<file path="config.mk">
export PLATFORM = sky130hd
export DESIGN_NAME = sync_fifo
export DESIGN_NICKNAME = d
export VERILOG_FILES = /design/src/sync_fifo.sv
export SDC_FILE = /design/constraint.sdc
export NUM_CORES = 1
export LEC_CHECK = 0
export BUFFER_PORTS_ARGS = -buffer_cell sky130_fd_sc_hd__buf_2
export CORE_ASPECT_RATIO = 1.25
export CORE_UTILIZATION = 55
export CTS_CLUSTER_DIAMETER = 30
export DETAILED_ROUTE_END_ITERATION = 10
export PLACE_DENSITY_LB_ADDON = 0.15
export SLEW_MARGIN = 20
export SYNTH_ARGS = -nofsm -noshare
export SYNTH_HDL_FRONTEND = slang
export SYNTH_SLANG_ARGS = --single-unit
</file>
<file path="constraint.sdc">
create_clock -name clk -period 4.5 [get_ports clk]
set_input_delay 0.45 -clock clk [delete_from_list [all_inputs] [get_ports clk]]
set_output_delay 0.45 -clock clk [all_outputs]
set_load 0.01 [all_outputs]
</file>
<file path="src/sync_fifo.sv">
// Synchronous FIFO with a type-parameterized payload, used for commands and responses
module sync_fifo #(
  parameter type T     = logic [7:0],
  parameter int  DEPTH = 4
) (
  input  logic clk,
  input  logic rst_n,
  input  logic push,
  input  T     wdata,
  input  logic pop,
  output T     rdata,
  output logic full,
  output logic empty
);

  // Pointer and occupancy widths
  localparam int PW = (DEPTH > 1) ? $clog2(DEPTH) : 1;
  localparam int CW = $clog2(DEPTH + 1);

  // Storage
  T              mem [DEPTH];
  logic [PW-1:0] rd_ptr_q;
  logic [PW-1:0] wr_ptr_q;
  logic [CW-1:0] count_q;

  // Qualified strobes
  logic do_push;
  logic do_pop;

  // Wrap at DEPTH, which need not be a power of two
  function automatic logic [PW-1:0] ptr_next(input logic [PW-1:0] ptr);
    if (ptr == PW'(DEPTH - 1)) begin
      return '0;
    end
    return ptr + 1'b1;
  endfunction

  // Push on full and pop on empty are dropped
  assign do_push = push && !full;
  assign do_pop  = pop && !empty;

  // ----------------------------------------------------------------------
  // Pointers and count
  // ----------------------------------------------------------------------
  always_ff @(posedge clk or negedge rst_n) begin
    if (!rst_n) begin
      rd_ptr_q <= '0;
      wr_ptr_q <= '0;
      count_q  <= '0;
    end else begin
      if (do_push) begin
        wr_ptr_q <= ptr_next(wr_ptr_q);
      end
      if (do_pop) begin
        rd_ptr_q <= ptr_next(rd_ptr_q);
      end
      case ({do_push, do_pop})
        2'b10:   count_q <= count_q + 1'b1;
        2'b01:   count_q <= count_q - 1'b1;
        default: count_q <= count_q;
      endcase
    end
  end

  // Payload array
  always_ff @(posedge clk) begin
    if (do_push) begin
      mem[wr_ptr_q] <= wdata;
    end
  end

  // Head is visible the cycle after its push
  assign rdata = mem[rd_ptr_q];
  assign full  = (count_q == CW'(DEPTH));
  assign empty = (count_q == '0);

endmodule

</file>
* After elaboration in Yosys (flattened, before gate mapping)
Memories as Yosys holds them, arrays and structs flattened.
Cells that the tools add are included.
** Operators by class
- $add $sub $neg :: 4
- Eq/ne operators :: 5
- Multiplexer cells :: 11
- Reductions and logical operators :: 6
** Operators by type and width (number)
- 2-bit two-way mux :: 4
- 2-bit == test, second input constant :: 3
- 1-bit two-way mux :: 6
- 3-bit case mux with 2 select lines :: 1
- 2-bit by 1-bit adder with 2-bit output, second input constant :: 2
- 3-bit by 1-bit adder with 3-bit output, second input constant :: 1
- 3-bit == test, second input constant :: 1
- 3-bit logical NOT :: 1
- 3-bit by 1-bit subtractor with 3-bit output, second input constant :: 1
- 2-bit by 1-bit == test with 1-bit output, second input constant :: 1
- 1-bit logical AND :: 2
- 1-bit logical NOT :: 2
- 2-bit nonzero test :: 1
** Word-level totals
- Bits in registers :: 7
- Memory bits (writable) :: 32
- Input bits :: 12
- Logic and storage cells :: 30
- Memories kept :: 1
** Memories
- mem :: depth 4, bits a word 8, read ports 1, clocked after Yosys merged registers in 0, wr ports 1, RTL line 21 : T mem [DEPTH];

* Longest topological paths before layout
Gate-level depths: netlist (run 1).
- Depth after elaboration :: 5
- Mapped depth :: 9

* Worst setup path before layout (run 1)
No wires, ideal clock.
- Path type :: register -> register
- From :: reg count_q[0]
- To :: reg count_q[2]
- Library setup time :: 0.079 ns
- Arrival time :: 1.838 ns
- Data required time :: 4.421 ns
- Path slack :: 2.583 ns
- Cell stages (with the launch flop) :: 10
- Path buffers :: 0
- Path through :: dfrtp_1 -> nor3b_4 -> nor2b_4 -> inv_1 -> ha_1 -> inv_1 -> fa_1 -> xor2_1 -> nor2_1 -> xor2_1
** Between the ends
- Word-level cells in the longest chain between the ends :: 5
- Elaborated cells on any way between the ends :: 12
- Those cells by class :: add/sub: 2; eq/ne: 3; mux: 1; reduce/logical: 6
** Ends and longest elaborated chain
- start: declaration :: RTL line 24 : logic [CW-1:0] count_q;
- start signal: assignment :: RTL line 58 : 2'b10: count_q <= count_q + 1'b1;
- start signal: assignment :: RTL line 59 : 2'b01: count_q <= count_q - 1'b1;
- start signal: assignment :: RTL line 60 : default: count_q <= count_q;
- 3-bit == test * :: RTL line 74 : assign full = (count_q == CW'(DEPTH));
- net full :: RTL line 12 : output logic full,
- 1-bit logical NOT * :: RTL line 39 : assign do_push = push && !full;
- 1-bit logical AND * :: RTL line 39
- 2-bit by 1-bit == test with 1-bit output or 2-bit == test (tied branches) :: RTL line 57 : case ({do_push, do_pop})
- 3-bit case mux with 2 select lines or 2-bit nonzero test (tied branches)
The timed path passes the listed nets; every way through them passes the cells marked *.
A chain may end at the register's enable or synchronous reset.

==> impl_metrics.json, run 1 <==
{
  "ant_nets": 0,
  "cts.repair.resized": 0,
  "syn2layout_area_growth_pct": 12.2,
  "die_y_um": 63.0,
  "clock-sinks": 39,
  "core_area_um2": 2760,
  "drt-met1-wl_um": 906,
  "cts_setup_buffers": 0,
  "wl_per_cell_um": 15.7,
  "synthCells": 82,
  "met2WireLength_um": 1190,
  "top_layer": "met4",
  "critPathBufInv": 1,
  "power.total_w": 0.00111,
  "clk_pin_slew_ps": 100,
  "p_leak_nw": 0.720,
  "hpwl_um": 1630,
  "critical-path-top-delay-family": "flip-flops",
  "worstSetupPathType": "flop to primary output",
  "firstDrtPassIters": 4,
  "root_buffer": "clkbuf_4",
  "first_iter_violations": 17,
  "drc": 0,
  "wirelength_um": 2260,
  "fmax_mhz": 445,
  "maxSlewViolCount": 0,
  "syn-cell-area_um2": 1640,
  "viasPerCell": 5.40,
  "max-clock-path-buffers": 2,
  "nNetsFinal": 128,
  "vdd_drop_max_uv": 350,
  "fp.dieW_um": 50.8,
  "route.met3.wl_um": 108,
  "grt_max_degree": 12,
  "setup_viol": 0,
  "status": "complete, no violations",
  "synth-warning-count": 0,
  "io_buffers": 21,
  "yosys.cell_types.count": 19,
  "synth_seq_cells": 39,
  "grt-ovfl-total": 0,
  "fin_crit_ps": 2250,
  "hold_path.class": "input pin to flop",
  "finClkSkew_ps": 2.34,
  "worst_slew_pin_slew_ps": 583,
  "tritoncts": "yes",
  "num_rows": 21,
  "drive_gt1_share_pct": 42.7,
  "timing_hold_violations_final": 0,
  "grt_pass1_vias": 815,
  "die_area_um2": 3200,
  "cts_buffers": 5,
  "syn-num-nets": 101,
  "place.gp.congestion": 0.640,
  "cts_hold_buffers": 1,
  "antenna_cells": 0,
  "crit_fanout": 11,
  "ios": 22,
  "cp.required_ps": 4050,
  "grt_first_pass_wirelength_um": 3800,
  "cpMaxStageDelayCell": "dfrtp_1",
  "cp.arrival_ps": 1800,
  "placed_area_um2": 1780,
  "tns_ps": 0,
  "grt_use_total_pct": 17.1,
  "critPathLaunchType": "flop",
  "antenna_found_initial": 0,
  "design_area_um2": 1840,
  "powerDensity_nw_per_um2": 604,
  "postSynthAreaPerCell_um2": 20.0,
  "vias": 778,
  "fin_crit_sh_pct": 49.9,
  "start_util_pct": 59.3,
  "cp-end-kind": "primary output",
  "max_slew_margin_pct": 61.1,
  "rsz0062_at_grt": "false",
  "clock_latency_ps": 330,
  "h-tree-depth": 2,
  "maxCapViolations": 0,
  "yosysSeqAreaShare_pct": 69.4,
  "crit_chain": "mux4_2, buf_2",
  "slowest_delay_ps": 730
}
==> placed cells by master, fill, tap and decap left out, types with 2 or more instances in the layout <==
master,synthesis,routed
clkbuf_4,0,5
and2_2,4,4
mux4_2,8,8
mux2_4,3,3
dfrtp_1,7,7
clkbuf_1,1,2
edfxtp_1,32,32
inv_1,7,7
buf_2,1,21
ha_1,6,6
xor2_1,2,2
nor2_1,3,3
==> cells in the mapped netlist <==
library cell,count,area [um2]
inv_1,7,26.3
and2_2,4,30.0
mux2_2,1,11.3
nor3b_4,1,18.8
nor3_2,1,10.0
mux2_4,3,45.0
dfrtp_1,7,175
nand2b_4,1,13.8
nor2b_4,1,13.8
xor2_1,2,17.5
mux4_2,8,180
xnor2_1,1,8.76
edfxtp_1,32,961
buf_2,1,5.00
nor2_1,3,11.3
mux2i_1,1,10.0
ha_1,6,75.1
clkbuf_1,1,3.75
fa_1,1,20.0
==> area by class of cell <==
| cell class | count | area, um2 |
|---|---|---|
| sequential | 39 | 1140 |
| fill | 213 | 923 |
| multi-input combinational | 34 | 465 |
| timing repair buffer | 22 | 115 |
| clock buffer | 7 | 45.0 |
| tap | 34 | 42.5 |
| inverter | 7 | 26.3 |
| clock inverter | 1 | 5.00 |
==> per-layer routing <==
metal	global-route usage, %	up-vias
met5	0	-
met3	4.87	7
li1	-	363
met2	27.0	19
met4	10.4	0
met1	20.5	389
==> cell families (layout without fill, tap and decap cells) <==
logic type               count (synthesis)  in the layout  share of synthesized area [%]
AND/OR/NAND/NOR                         11             11                           5.96
multiplexers                            13             13                           15.1
buffers and inverters                    9             37                           2.14
XOR/XNOR                                 3              3                           1.61
adder cells (fa/ha/maj)                  7              7                           5.81
flip-flops                              39             39                           69.4
==> per-stage QoR <==
stage	setup slack [ps]	cells	util, %	hold WS (ps)
final	2250	144	66.5	326
after global routing	2120	144	66.5	322
after CTS	2200	144	66.5	319
after detailed placement	2540	135	64.4	296
after global placement	2560	135	64.4	294
after floorplan	2580	82	-	154
==> worst paths after layout <==
check                      slack, ps     endpoint   startpoint  cells after the start
hold / removal                   330    mem[1][5]     wdata[5]                      1
hold reg to reg                  510   count_q[2]   count_q[2]                      1
min in group asynchronous        470   count_q[2]        rst_n                      2
setup reg to reg                2520   count_q[2]   count_q[0]                      9
max in group asynchronous       3870  wr_ptr_q[1]        rst_n                      2
setup / recovery                2250     rdata[5]  rd_ptr_q[0]                      2
==> where the power goes <==
group          internal, W  switching (W)  total, W
clock network    0.0000609      0.0000991  0.000160
registers         0.000488      0.0000834  0.000571
logic             0.000214       0.000163  0.000377
total             0.000763       0.000345   0.00111
==> sequential cells by signal, summed over array words and instances, names as in the netlist <==
signal    count
mem          32
wr_ptr_q      2
count_q       3
rd_ptr_q      2
No activity file was read; power rests on OpenSTA's default activity.
==> inputs of run 2 (changes only) <==
- ABC_AREA: unset -> 1
- clock period: 4.5 -> 2.2 ns (I/O delays scaled with it)
==> run 2 against run 1 <==
Against the previous run: clock power rose to 3.0 times the previous value; count of clock-buffer cells in the layout fell by 1; area after synthesis rose by 8.1%; first-iteration DRC count rose by 82%; utilization barely moved; largest power group unchanged.
==> impl_metrics.json, run 2 <==
{
  "syn2layout_area_growth_pct": 12.9,
  "clock-sinks": 39,
  "rsz0062_at_grt": "false",
  "fmax_mhz": 535,
  "grt_use_total_pct": 19.3,
  "root_buffer": "clkbuf_4",
  "critPathBufInv": 2,
  "hpwl_um": 2040,
  "finalWorstSetupSlack_ps": 332,
  "n_fill_cell": 227,
  "synth-xor-area-share_pct": 0.495,
  "synth-warning-count": 0,
  "synth_mux_area_share_pct": 0,
  "synth_compound_area_share_pct": 7.07,
  "place.gp.congestion": 0.746,
  "tns_ps": 0,
  "antenna_cells": 0,
  "crit_chain": "inv_1, o211ai_1, nand2_1, buf_2",
  "num_rows": 22,
  "yosys_most_used_dff": "edfxtp_1",
  "finClkSkew_ps": 9.38,
  "clk_pin_slew_ps": 110,
  "maxSlewViolCount": 0,
  "maxCapViolations": 0,
  "yosysTopAreaCell": "edfxtp_1",
  "setup_viol": 0,
  "vias": 1122,
  "status": "complete, no violations",
  "io_buffers": 21,
  "fin_crit_ps": 1870,
  "hold_path.class": "input pin to flop",
  "cts_buffers": 5,
  "syn-cell-area_um2": 1770,
  "start_util_pct": 59.0,
  "top_register": "mem",
  "crit_fanout": 11,
  "synthCells": 154,
  "yosys.cell_types.count": 15,
  "die_area_um2": 3450,
  "fin_crit_sh_pct": 84.9,
  "ios": 22,
  "cp.arrival_ps": 1650,
  "syn-num-nets": 173,
  "core_area_um2": 3000,
  "grt_max_degree": 34,
  "layout_common_cells": "38 x nand2_1, 32 x inv_1, 32 x edfxtp_1",
  "max_slew_margin_pct": 68.8,
  "max-clock-path-buffers": 2,
  "powerDensity_nw_per_um2": 1270,
  "critPathLaunchType": "flop",
  "wirelength_um": 2720,
  "largest_reg_flops": 32,
  "grt_first_pass_wirelength_um": 4520,
  "clock_latency_ps": 330,
  "cts.repair.resized": 0,
  "ant_nets": 0,
  "synth_common_cells": "38 x nand2_1, 32 x edfxtp_1, 32 x inv_1",
  "p_leak_nw": 0.912,
  "grt-ovfl-total": 0,
  "layout_commonest_cell": "nand2_1",
  "cpMaxStageDelayCell": "dfrtp_1",
  "wl_per_cell_um": 12.4,
  "nNetsFinal": 202,
  "yosys.area_share.adder_pct": 5.37,
  "die_y_um": 65.4,
  "yosys-top-cells-area": "edfxtp_1 54%, dfrtp_1 9.9%, nand2_1 8.1%, inv_1 6.8%, o211ai_1 6.8%",
  "synth_seq_cells": 39,
  "viasPerCell": 5.10,
  "drc": 0,
  "pre_cts_slack_ps": 369,
  "tritoncts": "yes",
  "antenna_found_initial": 0,
  "worst_slew_pin_slew_ps": 468,
  "top_regs": "mem (32), count_q (3)",
  "timing_hold_violations_final": 0,
  "h-tree-depth": 2,
  "firstDrtPassIters": 5,
  "cp.required_ps": 1980,
  "yosysSeqAreaShare_pct": 64.2,
  "synth_top_area_share_pct": 54.3,
  "synth.most_common_cell": "nand2_1",
  "cp-end-kind": "primary output",
  "critical-path-top-delay-family": "flip-flops",
  "synth-simple-area-share_pct": 12.9,
  "async_reset_ff_share_pct": 17.9,
  "fp.dieW_um": 52.7,
  "vdd_drop_max_uv": 1060,
  "synth_edf_count": 32,
  "synth_top_family_by_area": "simple AND/OR/NAND/NOR gates",
  "grt_pass1_vias": 1080,
  "worstSetupPathType": "flop to primary output",
  "slowest_delay_ps": 650,
  "postSynthAreaPerCell_um2": 11.5,
  "first_iter_violations": 31,
  "drive_gt1_share_pct": 20.1
}
==> run 2: cell types whose count changed in the layout (fill, tap and decap cells not counted), sizes merged, moves of 2 or more <==
cell    previous run  this run
nand2              0        39
inv                7        32
o211ai             0        16
mux4               8         0
nand3              0         7
buf               21        26
and2               4         0
mux2               4         0
nor2               3         6
xor2               2         0
==> run 2: layer usage <==
layer	up-vias	global-route usage (%)	wire, um
li1	564	-	-
met1	526	18.3	1060
met2	24	36.4	1490
met3	8	5.32	97
met4	0	8.88	66
met5	-	0	0
==> run 2: cells by family (layout without fill, tap and decap cells) <==
| kind of cell | count (synthesis) | after routing |
|---|---|---|
| AO/OA/AOI/OAI | 17 | 17 |
| adder cells (fa/ha/maj) | 7 | 7 |
| XOR/XNOR | 1 | 1 |
| flip-flops | 39 | 39 |
| buffers and inverters | 37 | 67 |
| AND/OR/NAND/NOR | 53 | 53 |
==> run 2: worst paths after layout <==
check,startpoint,end,slack [ps],depth (start not counted)
worst max-delay path,rd_ptr_q[1],rdata[6],330,4
worst min-delay path,wdata[3],mem[0][3],100,1
worst max register to register,count_q[0],count_q[2],340,10
worst min register to register,count_q[0],count_q[0],490,1
max in group asynchronous,rst_n,count_q[2],1810,2
min in group asynchronous,rst_n,wr_ptr_q[0],230,2
==> run 2: cell type report <==
cell class	count	area (um2)	share of cell area, %
sequential	39	1140	56.9
multi-input combinational	78	457	22.9
timing repair buffer	27	153	7.64
inverter	32	120	6.02
clock buffer	6	51.3	2.57
tap	36	45.0	2.26
clock inverter	2	35.0	1.75
==> run 2: power breakdown <==
part | leakage, nW | switching [W] | internal (W)
registers | 0.378 | 0.000107 | 0.000990
clock network | 0.0482 | 0.000210 | 0.000268
logic | 0.486 | 0.000589 | 0.000372
total | 0.912 | 0.000907 | 0.00163
==> run 2: worst reg2reg max path, delay by kind of cell, from the launching register on <==
family	cells	cell delay, ps
buffers and inverters	2	210
and+or+nand+nor	6	580
DFF	1	410
adders and majority gates	2	560
==> run 2: what timing repair did <==
item                                    4_1_cts  5_1_grt
endpoints found under the hold margin         7        0
endpoints found under the setup margin        0        0
hold buffers                                  1        0
setup buffers                                 0        0
==> run 2: stage by stage <==
stage / power [W] / area (um2) / std cells / hold WS [ps] / utilization [%]
after floorplan: 0.00184 / 1770 / 154 / -75.6 / -
after global placement: 0.00204 / 1900 / 211 / 65.6 / 63.3
after detailed placement: 0.00209 / 1900 / 211 / 70.0 / 63.3
after CTS: 0.00257 / 2000 / 220 / 80.6 / 66.6
after global routing: 0.00273 / 2000 / 220 / 83.8 / 66.6
final: 0.00254 / 2000 / 220 / 96.5 / 66.6
