$ cat src/ahb_pkg.sv
// AHB-lite subsystem package with bus structs, command formats, encodings and address map
package ahb_pkg;

  // ----------------------------------------------------------------------
  // AHB encodings
  // ----------------------------------------------------------------------
  localparam logic [1:0] HTRANS_IDLE   = 2'b00;
  localparam logic [1:0] HTRANS_NONSEQ = 2'b10;

  // Only word transfers in this subsystem
  localparam logic [2:0] HSIZE_WORD = 3'b010;

  localparam logic HRESP_OKAY  = 1'b0;
  localparam logic HRESP_ERROR = 1'b1;

  // ----------------------------------------------------------------------
  // Address map
  // ----------------------------------------------------------------------
  // SRAM region, 256 words from address zero
  localparam logic [31:0] SRAM_BASE  = 32'h0000_0000;
  localparam int          SRAM_WORDS = 256;
  // Word index width inside the SRAM
  localparam int          SRAM_AW    = $clog2(SRAM_WORDS);

  // Peripheral region, four word registers
  localparam logic [31:0] PERI_BASE     = 32'h4000_0000;
  localparam int          PERI_WORDS    = 4;
  localparam int          PERI_AW       = $clog2(PERI_WORDS);
  // Constant returned by the last peripheral register
  localparam logic [31:0] PERI_ID_VALUE = 32'h5EA5_0202;

  // ----------------------------------------------------------------------
  // Timing and buffer sizes
  // ----------------------------------------------------------------------
  localparam int SRAM_WAIT_STATES = 1;
  localparam int CMD_DEPTH        = 4;
  localparam int RSP_DEPTH        = 4;

  // ----------------------------------------------------------------------
  // Bus structs
  // ----------------------------------------------------------------------
  // Master to slave
  typedef struct packed {
    logic [31:0] haddr;
    logic [1:0]  htrans;
    logic        hwrite;
    logic [2:0]  hsize;
    logic [31:0] hwdata;
  } ahb_m2s_t;

  // Slave to master
  typedef struct packed {
    logic [31:0] hrdata;
    logic        hreadyout;
    logic        hresp;
  } ahb_s2m_t;

  // One queued command
  typedef struct packed {
    logic        write;
    logic [31:0] addr;
    logic [31:0] wdata;
  } bus_cmd_t;

  // One completed transfer; rdata zero on writes and errors
  typedef struct packed {
    logic [31:0] rdata;
    logic        err;
  } bus_rsp_t;

endpackage

$ cat src/ahb_lite_bus.sv
// AHB-lite bus with address decode, response multiplexer and a default error slave
module ahb_lite_bus (
  input  logic              clk,
  input  logic              rst_n,
  input  ahb_pkg::ahb_m2s_t m2s,
  output ahb_pkg::ahb_s2m_t s2m,
  output logic              sram_hsel,
  output logic              peri_hsel,
  input  ahb_pkg::ahb_s2m_t sram_s2m,
  input  ahb_pkg::ahb_s2m_t peri_s2m
);
  import ahb_pkg::*;

  // Data phase owner
  typedef enum logic [1:0] {
    TGT_NONE,
    TGT_SRAM,
    TGT_PERI,
    TGT_DEF
  } tgt_t;

  logic     nonseq;
  logic     sram_hit;
  logic     peri_hit;
  logic     addr_phase;
  tgt_t     tgt_d;
  tgt_t     tgt_q;

  // Default slave state
  logic     def_wait_q;
  ahb_s2m_t def_s2m;

  // ----------------------------------------------------------------------
  // Address decode
  // ----------------------------------------------------------------------
  assign nonseq   = (m2s.htrans == HTRANS_NONSEQ);
  // Byte offset bits ignored
  assign sram_hit = (m2s.haddr[31:SRAM_AW+2] == SRAM_BASE[31:SRAM_AW+2]);
  assign peri_hit = (m2s.haddr[31:PERI_AW+2] == PERI_BASE[31:PERI_AW+2]);

  assign sram_hsel = nonseq && sram_hit;
  assign peri_hsel = nonseq && peri_hit;

  // Transfer accepted when the bus is ready
  assign addr_phase = nonseq && s2m.hreadyout;

  always_comb begin
    if (!nonseq) begin
      tgt_d = TGT_NONE;
    end else if (sram_hit) begin
      tgt_d = TGT_SRAM;
    end else if (peri_hit) begin
      tgt_d = TGT_PERI;
    end else begin
      // Unmapped address
      tgt_d = TGT_DEF;
    end
  end

  // Owner moves on whenever hready is high
  always_ff @(posedge clk or negedge rst_n) begin
    if (!rst_n) begin
      tgt_q      <= TGT_NONE;
      def_wait_q <= 1'b0;
    end else begin
      if (s2m.hreadyout) begin
        tgt_q <= tgt_d;
      end
      // First error cycle follows an unmapped address phase
      def_wait_q <= addr_phase && (tgt_d == TGT_DEF);
    end
  end

  // ----------------------------------------------------------------------
  // Default slave
  // ----------------------------------------------------------------------
  // Two cycle ERROR, hready low then high
  always_comb begin
    def_s2m.hrdata    = '0;
    def_s2m.hreadyout = !def_wait_q;
    def_s2m.hresp     = HRESP_ERROR;
  end

  // Response mux
  always_comb begin
    case (tgt_q)
      TGT_SRAM: s2m = sram_s2m;
      TGT_PERI: s2m = peri_s2m;
      TGT_DEF:  s2m = def_s2m;
      default: begin
        // No data phase in progress
        s2m.hrdata    = '0;
        s2m.hreadyout = 1'b1;
        s2m.hresp     = HRESP_OKAY;
      end
    endcase
  end

endmodule

$ cat config.mk
export PLATFORM = sky130hd
export DESIGN_NAME = ahb_lite_bus
export DESIGN_NICKNAME = d
export VERILOG_FILES = /design/src/ahb_pkg.sv /design/src/ahb_lite_bus.sv
export SDC_FILE = /design/constraint.sdc
export NUM_CORES = 1
export LEC_CHECK = 0
export BUFFER_PORTS_ARGS = -buffer_cell sky130_fd_sc_hd__buf_2
export CAP_MARGIN = 10
export CORE_AREA = 2 2 68 70
export DETAILED_ROUTE_END_ITERATION = 10
export DIE_AREA = 0 0 70 72
export GPL_TIMING_DRIVEN = 0
export PLACE_DENSITY = 0.69
export SYNTH_ARGS = -nofsm -noshare
export SYNTH_HDL_FRONTEND = slang
export SYNTH_SLANG_ARGS = --single-unit
$ cat constraint.sdc
create_clock -name clk -period 1.3 [get_ports clk]
set_clock_uncertainty 0.1 [all_clocks]
set_input_delay 0.13 -clock clk [delete_from_list [all_inputs] [get_ports clk]]
set_output_delay 0.13 -clock clk [all_outputs]
set_load 0.1 [all_outputs]
**After elaboration in Yosys (flattened, before gate mapping)**

Cells that the tools add are included.

- Equality and inequality tests: 6
- Reductions and logical operators: 6
- Muxes and demuxes: 4

Operators with widths:

| operator | count |
|---|---|
| $pmux 34 s3 | 1 |
| $eq 28x27->1 const B | 1 |
| $logic_not 22->1 | 1 |
| $eq 2x2->1 const B | 4 |
| $logic_and 1x1->1 | 4 |
| $mux 2 | 2 |
| $eq 2x1->1 const B | 1 |
| $logic_not 1->1 | 1 |
| $mux 1 | 1 |

- Output and inout port bits: 36
- Logic and storage cells: 18
- Register bits: 3
- Input port bits: 140

**Longest topological paths before layout**

Gate-level depths: netlist of the first run.

- Word-level depth: 6
- Mapped depth: 4
- Mapped depth without buffers: 4

**Worst setup path before layout of the first run**

No wires, ideal clock.

- Kind: input-to-output
- Start point: input port m2s[59] (netlist bit)
- End point: output port sram_hsel
- Path slack: -2.382 ns
- Data required time: 1.070 ns
- Cell stages on the path: 3
- Buffers on the path: 0
- Arrival: 3.452 ns
- Path through: nor4_1 > nand4_1 > nor4_1

- Cells in the longest elaborated chain, start to end: 2

Ends and longest elaborated chain:

| element | RTL line | text |
|---|---|---|
| start, declared | ahb_lite_bus.sv:5 | `input ahb_pkg::ahb_m2s_t m2s,` |
| $logic_not 22->1 | ahb_lite_bus.sv:38 | `assign sram_hit = (m2s.haddr[31:SRAM_AW+2] == SRAM_BASE[31:SRAM_AW+2]);` |
| $logic_and 1x1->1 | ahb_lite_bus.sv:41 | `assign sram_hsel = nonseq && sram_hit;` |
| end, declared | ahb_lite_bus.sv:7 | `output logic sram_hsel,` |

Every way passes these cells.

==> results of run 1 <==
power by group through the flow:
stage	sequential, mW	combinational (mW)	clock [mW]
final	0.119	2.62	0.277
after global routing	0.121	2.69	0.300
after CTS	0.118	2.57	0.283
after detailed placement	0.121	1.88	0
after global placement	0.120	1.88	0
after floorplan	0.116	1.53	0
through the flow:
stage               cells   util
floorplan              77      -
CTS                   282  0.601
global route          284  0.616
detailed placement    264  0.408
global placement      264  0.408
finish                284  0.616
registers in the layout, summed over array words and instances, names as in the netlist:
| signal | flops |
|---|---|
| def_wait_q | 1 |
| tgt_q | 2 |
logic make-up after synthesis:
logic type | share of synthesized area
AND/OR/NAND/NOR | 0.244
AO/OA/AOI/OAI | 0.566
flip-flops | 0.128
buffers and inverters | 0.0620
metal layers:
layer,share of wire,track usage
met5,0,0
met4,0.0062,0.0321
met3,0.10,0.0486
met2,0.52,0.332
met1,0.37,0.210
layout by cell type, fill, tap and decap left out, types with 2 or more instances in the layout:
cell type / count
dfrtp_2: 2
nor4_4: 4
buf_6: 14
buf_4: 7
nor3_1: 2
clkbuf_8: 7
buf_8: 3
buf_2: 93
buf_12: 36
nor2b_4: 2
nor2_4: 4
a22o_4: 32
nor4_2: 2
nor2_1: 3
synth_stat cells, drive strengths merged:
cell type / n
nand2: 2
nand4: 1
nor3: 2
a22o: 32
nand3: 1
a32o: 1
a211o: 1
o31ai: 1
nor2: 7
dfrtp: 3
and2: 1
nand2b: 2
o21ai: 2
and3: 1
clkbuf: 6
or3: 1
buf: 2
o21a: 1
a21oi: 1
nor2b: 2
inv: 1
nor4: 6
final cells by class:
cell class	count	area (µm²)	share of cell area
flip-flops and latches	3	77.6	0.0295
inverters	1	3.75	0.00143
well taps	52	65.1	0.0248
repair buffers	153	1430	0.544
plain buffers	6	103	0.0391
clock buffers	4	45.0	0.0172
multi-input cells	65	903	0.344
worst max-delay path, stage by stage (launching register included):
cell and delay [ns]:
dfrtp_2 0.43, nor2b_4 0.15, buf_6 0.13, clkbuf_8 0.15, a22o_4 0.25, buf_12 0.16
how the worst min path moves through the flow:
stage,start,slack [ns],cells past startpoint,end
detailed placement,rst_n,-0.17,1,tgt_q[1]
global placement,rst_n,-0.17,1,def_wait_q
global route,rst_n,0.15,2,tgt_q[1]
floorplan,rst_n,-0.27,0,def_wait_q
CTS,rst_n,0.13,2,def_wait_q
finish,rst_n,0.14,2,def_wait_q
what timing repair did:
item | CTS | global route
buffers inserted | 12 | 1
gates resized for setup | 169 | 11
pin swaps | 10 | 7
setup endpoints to repair | 37 | 39
endpoints found under the hold margin | 3 | 0
hold buffers | 1 | 0
gates cloned | 3 | 1
==> flow_summary_export.csv, run 1 <==
group,metric,value,unit
synthesis,seq_area_frac_synth,0.128,
power_and_ir_drop,power.internal,1.41,mW
timing,setup_tns,-13.86,ns
timing,setup_ws,-0.420,ns
synthesis,yosys.area.top_type,"a22o_1",
grt,grt_pass1_vias,1438,
synthesis,synth_top_area_frac,0.479,
critical_path,cp-startpoint,"tgt_q[0]",
flow_run,cap_violations,0,
route,vias,1333,
layout,fillers,319,
die,fp.dieW,70,µm
die,die_area,5040,µm²
timing,maxSlewHeadroom,0.796,
clocking,insertion_delay,0.22,ns
timing,min_period,1.72,ns
timing,setup_violations,39,
synthesis,syn_area,586,µm²
route,wirelength,4650,µm
clocking,path_clk_slew,0.03,ns
layout,area_growth,349,%
placed_design,pre_cts_slack,-0.711,ns
timing,rsz0062_at_grt,"true",
layout,drive_gt1_frac,0.927,
power_and_ir_drop,clkPwrFrac,0.092,
grt,antenna_found_initial,0,
critical_path,worstReg2RegStart,"tgt_q[0]",
critical_path,endpoint,"s2m[24]",
run_status,status,"complete, but fails checks",
placed_design,place.gp.congestion,0.793,
timing,holdWs,0.136,ns
route,antenna_left,0,
power_and_ir_drop,p_per_area,1150,nW/µm²
timing,finalCritPeriodShare,1.32,
critical_path,reg2reg_slack,-0.09,ns
placed_design,placed_cell_area,1740,µm²
die,pin_count,176,
synthesis,ys_seq_elements,3,
die,die_h,72,µm
power_and_ir_drop,p_seq_frac,0.039,
route,first_iter_violations,11,
clocking,clkSinkCount,3,
clocking,cts_tree,"done",
placed_design,portBuffers,135,
power_and_ir_drop,p_comb_frac,0.868,
route,drc,0,
clocking,root_buffer,"clkbuf_8",
timing,max_freq,0.581,GHz
power_and_ir_drop,power.share.switching,0.532,
clocking,cts_buffers,3,
timing,finalHoldViolations,0,
clocking,clock_tree.buffer_depth,2,
layout,fin_nets,373,
critical_path,worstPathArrival,1.49,ns
synthesis,netlist-cell-type-count,23,
synthesis,syn_area_per_cell,7.60,µm²
grt,grt_pass1_wl,7150,µm
critical_path,crit_path_end_kind,"output pin",
route,routed_wire_length_per_instance,16.4,µm
grt,grtUsageTotal,0.179,
die,row_count,24,
synthesis,ys.warnings.count,0,
run_status,failed_checks,"setup timing",
layout,n_antenna_cell,0,
critical_path,cp.required,1.07,ns
synthesis,synthTopCellsByArea,"a22o_1 (48%), dfrtp_1 (13%), nor4_1 (5.3%)",
synthesis,synth_nets,217,
layout,fin_area,2630,µm²
critical_path,cp_max_fo,5,
grt,grt_overflow,0,
timing,slew_viol_final,0,
clocking,htree_levels,1,
critical_path,crit_type,"flip-flop to output pin",
worst_hold_path,hold_path_class,"input pin to asynchronous set/reset pin",
timing,worst-slew-pin-transition,0.306,ns
power_and_ir_drop,p_switching,1.60,mW
critical_path,reg2reg_to,"tgt_q[0]",
route,viasPerCell,4.69,
grt,grt_max_degree,11,
synthesis,synthCells,77,
die,initial_utilization,0.137,
critical_path,ff2ff_path_depth,5,
power_and_ir_drop,power,3.01,mW
die,core,4260,µm²
power_and_ir_drop,leakage,1.30,nW
route,drt_first_pass_iters,4,
placed_design,dp_hpwl,3480,µm
critical_path,start_kind,"flip-flop",
power_and_ir_drop,ir_worst_vdd,0.623,mV
Power figures use the tool's default switching activity.
==> inputs of run 2 (changes only) <==
--- a/config.mk
+++ b/config.mk
@@ -5,7 +5,7 @@
 export SDC_FILE = /design/constraint.sdc
 export NUM_CORES = 1
 export LEC_CHECK = 0
-export BUFFER_PORTS_ARGS = -buffer_cell sky130_fd_sc_hd__buf_2
+export BUFFER_PORTS_ARGS = -buffer_cell sky130_fd_sc_hd__clkbuf_2
 export CAP_MARGIN = 10
 export CORE_AREA = 2 2 68 70
 export DETAILED_ROUTE_END_ITERATION = 10
==> run 2 against run 1 <==
  * Via count shrank 4.7%
  * First-iteration DRC count grew 9.1%
  * Die area is the same
  * The run still ends with setup timing left
  * Combinational power shrank 2%
==> flow_summary_export.csv, run 2 (synthesis gave the netlist of run 1 again) <==
group,metric,value,unit
route,vias,1271,
route,viasPerCell,4.57,
die,pin_count,176,
clocking,path_clk_slew,0.03,ns
die,fp.dieW,70,µm
power_and_ir_drop,leakage,1.34,nW
timing,worst-slew-pin-transition,0.305,ns
critical_path,crit_path_end_kind,"output pin",
placed_design,placed_cell_area,1740,µm²
clocking,cts_tree,"done",
critical_path,reg2reg_slack,-0.11,ns
die,die_area,5040,µm²
grt,antenna_found_initial,0,
placed_design,place.gp.congestion,0.770,
power_and_ir_drop,power,2.96,mW
run_status,failed_checks,"setup timing",
clocking,clkSinkCount,3,
power_and_ir_drop,p_per_area,1120,nW/µm²
timing,maxSlewHeadroom,0.797,
layout,drive_gt1_frac,0.907,
run_status,status,"complete, but fails checks",
route,antenna_left,0,
timing,setup_ws,-0.370,ns
timing,setup_violations,38,
critical_path,cp.required,1.07,ns
flow_run,cap_violations,0,
die,initial_utilization,0.137,
placed_design,pre_cts_slack,-0.721,ns
timing,finalCritPeriodShare,1.28,
die,die_h,72,µm
timing,slew_viol_final,0,
critical_path,start_kind,"flip-flop",
placed_design,portBuffers,135,
timing,max_freq,0.599,GHz
grt,grt_pass1_wl,6910,µm
layout,fillers,322,
route,wirelength,4650,µm
die,row_count,24,
clocking,cts_buffers,3,
timing,holdWs,0.151,ns
power_and_ir_drop,ir_worst_vdd,0.737,mV
layout,final_common_cell,"clkbuf_2",
layout,area_growth,351,%
critical_path,crit_type,"flip-flop to output pin",
layout,max_flop_register,"tgt_q",
layout,final_cell_mix,"clkbuf_2 (97), clkbuf_16 (34), a22o_4 (32), buf_4 (10)",
layout,fin_nets,367,
placed_design,dpl.cell_count,264,
layout,layoutNonFillerInstCount,278,
layout,postLayoutCoreUtil,0.619,
layout,largest_register_ffs,2,
grt,grtUsageTotal,0.176,
critical_path,worstPathArrival,1.44,ns
placed_design,dp_hpwl,3340,µm
layout,n_antenna_cell,0,
critical_path,cp_max_fo,10,
grt,grt_max_degree,11,
clocking,root_buffer,"clkbuf_8",
clocking,insertion_delay,0.21,ns
grt,grt_pass1_vias,1363,
worst_hold_path,hold_path_class,"input pin to asynchronous set/reset pin",
route,first_iter_violations,12,
timing,rsz0062_at_grt,"true",
clocking,clock_tree.buffer_depth,2,
route,drt_first_pass_iters,4,
route,drc,0,
timing,finalHoldViolations,0,
route,routed_wire_length_per_instance,16.7,µm
layout,layout_top_registers,"tgt_q (2), def_wait_q (1)",
die,core,4260,µm²
layout,fin_area,2640,µm²
timing,setup_tns,-12.62,ns
grt,grt_overflow,0,
timing,min_period,1.67,ns
clocking,htree_levels,1,
[run 2: layout make-up]
class                      instances  area [µm²]  area share
clock buffer                       4        45.0      0.0171
tap                               52        65.1      0.0246
inverter                           1        3.75     0.00142
multi-input combinational         65         876       0.332
buffer                             6        83.8      0.0317
sequential                         3        77.6      0.0294
timing repair buffer             147        1490       0.564
[run 2: routing by layer]
metal  routed length, µm  track usage
met5                   0            0
met4                   5       0.0321
met3                 512       0.0514
met2                2390        0.341
met1                1740        0.191
[run 2: power breakdown]
part	leakage (nW)	switching (mW)	internal (mW)	total, mW
sequential	0.0358	0.0138	0.106	0.119
clock	0.0228	0.0596	0.209	0.269
combinational	1.29	1.49	1.08	2.57
[run 2: worst paths after layout]
kind / start / to / cells after the start
min in group clk: sram_s2m[1] / tgt_q[1] / 3
worst max register to register: tgt_q[0] / tgt_q[0] / 5
worst min-delay path: rst_n / def_wait_q / 2
worst max-delay path: tgt_q[0] / s2m[5] / 4
max in group asynchronous: rst_n / tgt_q[1] / 2
worst min register to register: tgt_q[0] / tgt_q[0] / 1
[run 2: repair_timing]
| item | in CTS | in global routing |
|---|---|---|
| setup endpoints to repair | 37 | 39 |
| endpoints found under the hold margin | 3 | 0 |
| gates resized for setup | 114 | 12 |
| hold buffers | 1 | 0 |
| setup buffers | 9 | 2 |
| pin swaps | 5 | 3 |
[run 2: critical path, cell delays in order, from the launching register on]
cell       delay, ns
dfrtp_2         0.41
nor2b_4         0.27
buf_8           0.19
a22o_4          0.15
clkbuf_16       0.19
