<file path="src/ahb_pkg.sv">
// AHB-lite subsystem package with bus structs, command formats, encodings and address map
package ahb_pkg;

  // ----------------------------------------------------------------------
  // AHB encodings
  // ----------------------------------------------------------------------
  localparam logic [1:0] HTRANS_IDLE   = 2'b00;
  localparam logic [1:0] HTRANS_NONSEQ = 2'b10;

  // Only word transfers in this subsystem
  localparam logic [2:0] HSIZE_WORD = 3'b010;

  localparam logic HRESP_OKAY  = 1'b0;
  localparam logic HRESP_ERROR = 1'b1;

  // ----------------------------------------------------------------------
  // Address map
  // ----------------------------------------------------------------------
  // SRAM region, 256 words from address zero
  localparam logic [31:0] SRAM_BASE  = 32'h0000_0000;
  localparam int          SRAM_WORDS = 256;
  // Word index width inside the SRAM
  localparam int          SRAM_AW    = $clog2(SRAM_WORDS);

  // Peripheral region, four word registers
  localparam logic [31:0] PERI_BASE     = 32'h4000_0000;
  localparam int          PERI_WORDS    = 4;
  localparam int          PERI_AW       = $clog2(PERI_WORDS);
  // Constant returned by the last peripheral register
  localparam logic [31:0] PERI_ID_VALUE = 32'h5EA5_0202;

  // ----------------------------------------------------------------------
  // Timing and buffer sizes
  // ----------------------------------------------------------------------
  localparam int SRAM_WAIT_STATES = 1;
  localparam int CMD_DEPTH        = 4;
  localparam int RSP_DEPTH        = 4;

  // ----------------------------------------------------------------------
  // Bus structs
  // ----------------------------------------------------------------------
  // Master to slave
  typedef struct packed {
    logic [31:0] haddr;
    logic [1:0]  htrans;
    logic        hwrite;
    logic [2:0]  hsize;
    logic [31:0] hwdata;
  } ahb_m2s_t;

  // Slave to master
  typedef struct packed {
    logic [31:0] hrdata;
    logic        hreadyout;
    logic        hresp;
  } ahb_s2m_t;

  // One queued command
  typedef struct packed {
    logic        write;
    logic [31:0] addr;
    logic [31:0] wdata;
  } bus_cmd_t;

  // One completed transfer; rdata zero on writes and errors
  typedef struct packed {
    logic [31:0] rdata;
    logic        err;
  } bus_rsp_t;

endpackage

</file>
<file path="src/ahb_periph_slave.sv">
// AHB-lite peripheral slave with three read-write registers and a read-only ID
module ahb_periph_slave (
  input  logic              clk,
  input  logic              rst_n,
  input  logic              hsel,
  input  ahb_pkg::ahb_m2s_t m2s,
  output ahb_pkg::ahb_s2m_t s2m
);
  import ahb_pkg::*;

  // Last register holds the ID
  localparam logic [PERI_AW-1:0] ID_IDX = PERI_AW'(PERI_WORDS - 1);

  logic [31:0]        regs [PERI_WORDS-1];

  // Registered address phase
  logic               active_q;
  logic               write_q;
  logic [PERI_AW-1:0] idx_q;

  logic               sel;

  assign sel = hsel && (m2s.htrans == HTRANS_NONSEQ);

  // Data phase is one cycle
  always_ff @(posedge clk or negedge rst_n) begin
    if (!rst_n) begin
      active_q <= 1'b0;
      write_q  <= 1'b0;
      idx_q    <= '0;
    end else begin
      active_q <= sel;
      if (sel) begin
        write_q <= m2s.hwrite;
        idx_q   <= m2s.haddr[PERI_AW+1:2];
      end
    end
  end

  // Writes to the ID slot are dropped
  always_ff @(posedge clk or negedge rst_n) begin
    if (!rst_n) begin
      for (int i = 0; i < PERI_WORDS - 1; i++) begin
        regs[i] <= '0;
      end
    end else if (active_q && write_q && (idx_q != ID_IDX)) begin
      regs[idx_q] <= m2s.hwdata;
    end
  end

  // Never stalls
  always_comb begin
    s2m.hreadyout = 1'b1;
    s2m.hresp     = HRESP_OKAY;
    if (!active_q || write_q) begin
      s2m.hrdata = '0;
    end else if (idx_q == ID_IDX) begin
      s2m.hrdata = PERI_ID_VALUE;
    end else begin
      s2m.hrdata = regs[idx_q];
    end
  end

endmodule

</file>
<file path="config.mk">
export PLATFORM = sky130hd
export DESIGN_NAME = ahb_periph_slave
export DESIGN_NICKNAME = d
export VERILOG_FILES = /design/src/ahb_pkg.sv /design/src/ahb_periph_slave.sv
export SDC_FILE = /design/constraint.sdc
export NUM_CORES = 1
export LEC_CHECK = 0
export BUFFER_PORTS_ARGS = -buffer_cell sky130_fd_sc_hd__buf_2
export CAP_MARGIN = 40
export CORE_AREA = 2 2 97 99
export CTS_CLUSTER_DIAMETER = 30
export CTS_CLUSTER_SIZE = 25
export DETAILED_ROUTE_END_ITERATION = 8
export DIE_AREA = 0 0 99 101
export HOLD_SLACK_MARGIN = 0.08
export PLACE_DENSITY = 0.84
export RECOVER_POWER = 25
export SYNTH_ARGS = -nofsm -noshare
export SYNTH_HDL_FRONTEND = slang
export SYNTH_SLANG_ARGS = --single-unit
</file>
<file path="constraint.sdc">
create_clock -name clk -period 2.85 [get_ports clk]
set_input_delay 0 -clock clk [delete_from_list [all_inputs] [get_ports clk]]
set_output_delay 0 -clock clk [all_outputs]
set_load 0.05 [all_outputs]
</file>
Word level (Yosys, flattened, before mapping)
Index checks and enable logic that the tools add are counted.
{"block": "op_classes", "n_div": 0, "n_reduce_logical": 6, "shifts": 0, "n_mux": 8, "n_eq_ne": 3, "multipliers": 0, "add_sub_neg": 0, "bitwise": 1, "n_lt_le_gt_ge": 2}
{"operator": "two-way mux 32 bit", "count": 5}
{"operator": "bitwise mux 96 bit", "count": 1}
{"operator": "binary-select mux 32 bit (select 2 bit)", "count": 1}
{"operator": "demux 32 bit (select 2 bit)", "count": 1}
{"operator": "equality test 2 bit (second input constant)", "count": 2}
{"operator": "logical AND 1 bit", "count": 4}
{"operator": ">= comparator 3 bit (second input constant)", "count": 1}
{"operator": "less-than comparator 3 x 1 -> 1 bit (second input constant)", "count": 1}
{"operator": "NOT 2 -> 3 bit", "count": 1}
{"operator": "!= test 2 bit (second input constant)", "count": 1}
{"operator": "zero test 1 bit", "count": 1}
{"operator": "logical OR 1 bit", "count": 1}
{"block": "totals", "input_bits": 73, "reg_bits": 100, "mem_bits_rw": 0, "n_memories": 0, "mem_bits_ro": 0, "latch_bits": 0, "output_inout_bits": 34}

Logic depth before layout (Yosys ltp)
Gate-level depths: netlist (run 1).
{"block": "logic_depth", "depth_word": 6, "mapped_depth": 5}

Least setup slack after synthesis (run 1)
OpenSTA, ideal clock, no wires.
{"block": "synth_timing", "kind": "register to output", "from": "reg idx_q[0]", "to": "out s2m[10] (netlist bit)", "path_buffers": 3, "arrival_time_ns": 2.188, "stages_incl_launch_ff": 6, "path_slack_ns": 0.662, "cell_sequence": "dfrtp_1 > buf_4 > buf_4 > buf_2 > a211oi_1 > a211oi_1"}
{"element": "start, declared", "line": "ahb_periph_slave.sv:19", "rtl": "logic [PERI_AW-1:0] idx_q;"}
{"element": "start signal, assigned", "line": "ahb_periph_slave.sv:35", "rtl": "idx_q <= m2s.haddr[PERI_AW+1:2];"}
{"element": "end, declared", "line": "ahb_periph_slave.sv:7", "rtl": "output ahb_pkg::ahb_s2m_t s2m"}

==> results of run 1 <==
where the power goes:
part	switching, mW	total [mW]	internal [mW]
Sequential	0.316	2.27	1.96
Combinational	0.526	1.33	0.804
Clock	0.457	0.890	0.433
Total	1.30	4.50	3.20
worst max path at each step:
stage | end | slack, ns
after floorplan | s2m[10] | 0.66
after detailed placement | regs[48] | 0.70
after global placement | regs[55] | 0.75
after CTS | s2m[30] | 0.44
after global routing | s2m[19] | 0.32
final | s2m[3] | 0.48
repair_timing:
item	CTS	global route
hold buffers	38	0
gates resized for setup	0	0
setup endpoints to repair	0	0
endpoints found under the hold margin	188	0
metal layers:
layer,vias up,GRT usage (%)
li1,1485,-
met3,12,4.51
met4,0,6.85
met1,1592,26.1
met5,-,0
met2,84,38.0
state kept, by name, indices dropped and copies added (netlist names):
register / cells
idx_q: 2
write_q: 1
regs: 96
active_q: 1
critical path: stages, from the launching register on:
cell and delay [ns]:
dfrtp_2 0.69, buf_4 0.52, mux2_2 0.39, o22ai_1 0.13, nor2_1 0.06, buf_2 0.22
placed cells by master, fill, tap and decap left out:
master and instances:
a211oi_1 42, buf_12 1, buf_16 1, buf_2 70, buf_4 10, bufinv_16 1, clkbuf_1 4, clkbuf_8 10
clkinv_4 1, clkinvlp_4 1, conb_1 2, dfrtp_1 98, dfrtp_2 2, dlygate4sd3_1 38, inv_1 1, mux2_1 3
mux2_2 77, mux2_4 30, nand2_1 1, nand2b_1 23, nand3b_1 1, nand4b_2 1, nor2_1 11, nor2b_1 21
nor3_4 1, o22ai_1 11, or2_2 1
per-stage QoR:
stage          power (mW)  setup slack [ns]  hold slack (ns)  instances  cell area (sq um)
5_1_grt              4.76             0.317            0.159        574               5810
2_1_floorplan        3.28             0.662           -0.296        356               4770
3_3_place_gp         3.47             0.747            0.234        519               5210
3_5_place_dp         3.59             0.704         -0.00673        520               5240
4_1_cts              4.53             0.444            0.110        574               5810
6_report             4.50             0.477            0.116        574               5810
logic make-up (layout without fill, tap and decap cells):
family	count (synthesis)	in the layout	share of synthesized area [%]
AO/OA/AOI/OAI	53	53	8.05
buffers and inverters	31	138	3.51
flip-flops	100	100	52.4
multiplexers	110	110	28.3
other	2	2	0.157
AND/OR/NAND/NOR	60	60	7.53
final cells by class:
type	count	area, sq um
inverter	1	3.75
tap	111	139
multi-input combinational	225	2110
fill	629	3170
clock buffer	13	149
clock inverter	3	46.3
sequential	100	2500
timing repair buffer	121	857
==> metrics.txt, run 1 <==
Max Used Layer=met4; Final Max Tran Viols=36; wire length on met1=4.24 mm; hold path cells=3; WL met3=488 microns; Commonest cells post-synth=dfrtp_1 (100), mux2_2 (77), a211oi_1 (42); IO buf count=roughly 70; Wirelength per Cell=17.4 microns; Final setup viols=0; startpoint types=flop; RSZ-0062 raised after global routing=false; syn_nets=429; I/O pin cnt=107; post-route ant nets=0; nets@finish=531; Final Hold Vio Count=0; minimum clock period=2.37 ns; DRT Pass-1 Iters=6; HPWL after DPL=6.41 mm; die height=101 microns; cell taking the most area after synthesis=dfrtp_1; CTS tree=built; Leak=2.70 nW; initial antenna violation count=0; crit path max fanout=52; YS warnings=0; top-count cell post-synth=dfrtp_1; setup TNS=0 ns; Max-cap violations=1; synth unique cells=21; routed via count=3,173; proportion of layout cells with a drive suffix above 1=roughly 45%; Post-CTS Setup Inserts=0; First DRT Iteration DRCs=88; Area Overhead vs Synth=21.7%; FF+latch count, synth=100; Worst Hold Class=input port to flop; Avg Cell Area, Syn=between 10 and 15 sq um; Synth top area share=roughly 52%; Seq/Total Area, Yosys=between 50% and 60%; Remaining DRCs=0; dominant synthesized flop cell=dfrtp_1; DRT Wirelength=about 10 mm; GRT overflow=0; CTS H-tree depth=3; CP startpoint=idx_q[0]; Clock Skew=~0.017 ns; Die Wd=around 100 microns; cell area after synthesis=4770 sq um; Worst Max-Slew Pin Slew=2.01 ns; failing checks=max-capacitance violations, max-slew violations; WL met2=5.10 mm; worst vdd ir=about 0.00047 V; cts bufs inserted=9; post-synthesis async set-or-reset flop share=100%; R2R Path End=regs[48]; largest net degree at the start of global routing=between 50 and 60; Syn Inst Count=356; clock sinks=100; fmax=around 420 MHz; reg-to-reg startpoint=idx_q[0]; Post-synth EDFFs=0; Worst Hold End=idx_q[1]; status=complete, but fails checks; Slew headroom=-34.2%; total core area=8980 sq um; # rows=35; r2r setup slk=0.73 ns; PwrDens=774 nW/um^2; root buffer cell=clkbuf_8; ranking of synthesized cells by area=dfrtp_1 (52%), mux2_2 (18%), mux2_4 (9.4%), a211oi_1 (6.6%), nand2b_1 (3.0%); hold path startpoint=m2s[37]; number of diodes=0; R2R cell count=3; clk_lat worst skew=0.36 ns; critical path type=flop to output pin; first-pass GRT wire length=roughly 17 mm; Worst Path Arrival=2.37 ns; initial core utilization=53.2%; DR vias/cell=5.53; vias in the first global route=around 3,400; GR Util All Layers=21.4%; clk buf depth=2; critical path capture point type=output pin; Tcrit/Tclk final=83.3%; die area=10000 sq um; Critical Path RT=between 2 and 3 ns; final core occ=approximately two thirds; GP Congestion=0.725; clk slew on worst S/H paths=~0.090 ns
Power figures use the tool's default switching activity.
==> inputs of run 2 (changes only) <==
--- a/config.mk
+++ b/config.mk
@@ -7,13 +7,13 @@
 export LEC_CHECK = 0
 export BUFFER_PORTS_ARGS = -buffer_cell sky130_fd_sc_hd__buf_2
 export CAP_MARGIN = 40
-export CORE_AREA = 2 2 97 99
+export CORE_AREA = 2 2 102 104
 export CTS_CLUSTER_DIAMETER = 30
 export CTS_CLUSTER_SIZE = 25
 export DETAILED_ROUTE_END_ITERATION = 8
-export DIE_AREA = 0 0 99 101
+export DIE_AREA = 0 0 104 106
 export HOLD_SLACK_MARGIN = 0.08
-export PLACE_DENSITY = 0.84
+export PLACE_DENSITY = 0.8
 export RECOVER_POWER = 25
 export SYNTH_ARGS = -nofsm -noshare
 export SYNTH_HDL_FRONTEND = slang
==> constraint.sdc (replaced) <==
create_clock -name clk -period 1.9 [get_ports clk]
set_input_delay 0 -clock clk [delete_from_list [all_inputs] [get_ports clk]]
set_output_delay 0 -clock clk [all_outputs]
set_load 0.05 [all_outputs]
==> run 2 against run 1 <==
Net effect: the flow now finishes without violations; sequential power grew 48%; critical path type unchanged; non-clock buffer count rose by 6; combinational power rose by 65%; power grew 54%; utilization down 4.0 points; largest cell class unchanged; largest power group unchanged.
==> metrics.txt, run 2 (synthesis gave the netlist of run 1 again) <==
GR Util All Layers=19.5% (was 21.4%); DR vias/cell=5.32 (was 5.53); RSZ-0062 raised after global routing=false (unchanged); Place WS=0.211 ns (was 0.704 ns); leading cell types in the layout, fill and taps excluded=dfrtp_1 (98), mux2_2 (77), buf_2 (59) (was dfrtp_1 (98), mux2_2 (77), buf_2 (70)); status=complete, no violations (was complete, but fails checks); biggest regs=regs x96, idx_q x2 (unchanged); die height=106 microns (was 101 microns); Worst Path Arrival=1.84 ns (was 2.37 ns); CTS H-tree depth=3 (unchanged); Area Overhead vs Synth=27.1% (was 21.7%); largest net degree at the start of global routing=47 (was 55); GRT overflow=0 (unchanged); Final setup viols=0 (unchanged); clk_lat worst skew=0.36 ns (about the same); startpoint types=flop (unchanged); crit path max fanout=27 (was 52); die area=11,000 sq um (was 10000 sq um); First DRT Iteration DRCs=88 (unchanged); initial antenna violation count=0 (unchanged); # rows=37 (was 35); first-pass GRT wire length=17.0 mm (was 16.6 mm); vias in the first global route=3,397 (was 3,385); Wirelength per Cell=17.0 microns (was 17.4 microns); fmax=545 MHz; Critical Path RT=1.90 ns (was 2.85 ns); Tcrit/Tclk final=a little over nine tenths; Die Wd=104 microns (was 99 microns); clk buf depth=2 (unchanged); Slowest-stage cell, CP=dfrtp_2 (unchanged); Post-Layout Inst Area=6060 sq um (was 5810 sq um); Final Non-Filler Cells=604 (was 574); Placed Cells=549 (was 520); clock sinks=100 (unchanged); max FFs per register=96 (unchanged); Worst path max stage delay=0.45 ns (was 0.69 ns); critical path capture point type=output pin (unchanged); crit-path cells=bufbuf_16 -> nand2b_1 -> a211oi_2 -> buf_2 (was buf_4 -> mux2_2 -> o22ai_1 -> nor2_1 -> buf_2); Max-cap violations=0 (was 1); hold slack=0.181 ns (was 0.116 ns); Worst Hold Class=input port to flop (unchanged); worst vdd ir=0.000633 V (was 0.000467 V); PwrDens=1140 nW/um^2 (was 774 nW/um^2); Final Max Tran Viols=0 (was 36); Clock Skew=0.00773 ns (was 0.0170 ns); nets@finish=537 (was 531); initial core utilization=47.7% (was 53.2%); proportion of layout cells with a drive suffix above 1=50.4% (was 44.7%); Slew headroom=47.2% (was -34.2%); clk slew on worst S/H paths=0.09 ns (about the same); Remaining DRCs=0 (unchanged); setup TNS=0 ns (unchanged); total core area=10000 sq um (was 8980 sq um); most common cell after layout, fill and taps aside=dfrtp_1 (unchanged); Worst Max-Slew Pin Slew=0.792 ns (was 2.01 ns); Leak=2.76 nW (was 2.70 nW); I/O pin cnt=107 (unchanged); routed via count=3,211 (was 3,173); CTS tree=built (unchanged); Tot Pwr=6.91 mW (was 4.50 mW); DRT Wirelength=10.3 mm (was 9.96 mm); root buffer cell=clkbuf_8 (unchanged); cts bufs inserted=9 (unchanged); HPWL after DPL=6.40 mm (was 6.41 mm); post-route ant nets=0 (unchanged); IO buf count=71 (unchanged); DP Area=5420 sq um (was 5240 sq um); minimum clock period=~1.8 ns; critical path type=flop to output pin (unchanged); final core occ=60.6% (was 64.7%); Biggest register=regs (unchanged); post-route setup slack=0.0650 ns (was 0.477 ns); DRT Pass-1 Iters=4 (was 6); Final Hold Vio Count=0 (unchanged); number of diodes=0 (unchanged); GP Congestion=0.735 (was 0.725)
run 2: layout make-up:
type | instances | area [sq um]
inverters | 1 | 3.75
fillers | 796 | 3940
multi-input cells | 225 | 2220
well taps | 136 | 170
flip-flops and latches | 100 | 2500
clock buffers | 13 | 159
clock inverters | 2 | 35.0
repair buffers | 127 | 976
run 2: per-layer routing:
| layer | up-vias | track usage [%] | share of wire (%) |
|---|---|---|---|
| li1 | 1495 | - | - |
| met1 | 1647 | 24.2 | 46 |
| met2 | 63 | 33.7 | 50 |
| met3 | 6 | 5.82 | 3.6 |
| met4 | 0 | 4.54 | 0.58 |
| met5 | - | 0 | 0 |
run 2: report_power, final:
part           switching (mW)  internal (mW)  leakage (nW)
Sequential              0.425           2.94          1.20
Clock                   0.678          0.674        0.0995
Combinational           0.908           1.29          1.46
Total                    2.01           4.90          2.76
run 2: what timing repair did:
item | 4_1_cts | 5_1_grt
hold buffers | 38 | 0
hold endpoints to repair | 200 | 0
endpoints found under the setup margin | 15 | 10
buffers inserted | 1 | 0
gates resized for setup | 7 | 10
cloned | 1 | 0
pin swaps | 0 | 3
run 2: worst max-delay path: cells and delay by family (launching register included):
kind            cells  cell delay (ns)
buf+inv             2             0.62
flops               1             0.45
compound gates      1             0.25
simple gates        1             0.16
run 2: path summary, 6_finish.rpt:
path / slack, ns / to / cells past startpoint / start
worst max-delay path: 0.06 / s2m[12] / 4 / idx_q[0]
worst max register to register: 0.26 / regs[9] / 4 / idx_q[0]
worst min-delay path: 0.18 / idx_q[0] / 3 / m2s[37]
min in group asynchronous: 0.25 / regs[6] / 2 / rst_n
worst min register to register: 0.49 / regs[95] / 1 / regs[95]
max in group asynchronous: 0.44 / idx_q[0] / 3 / rst_n
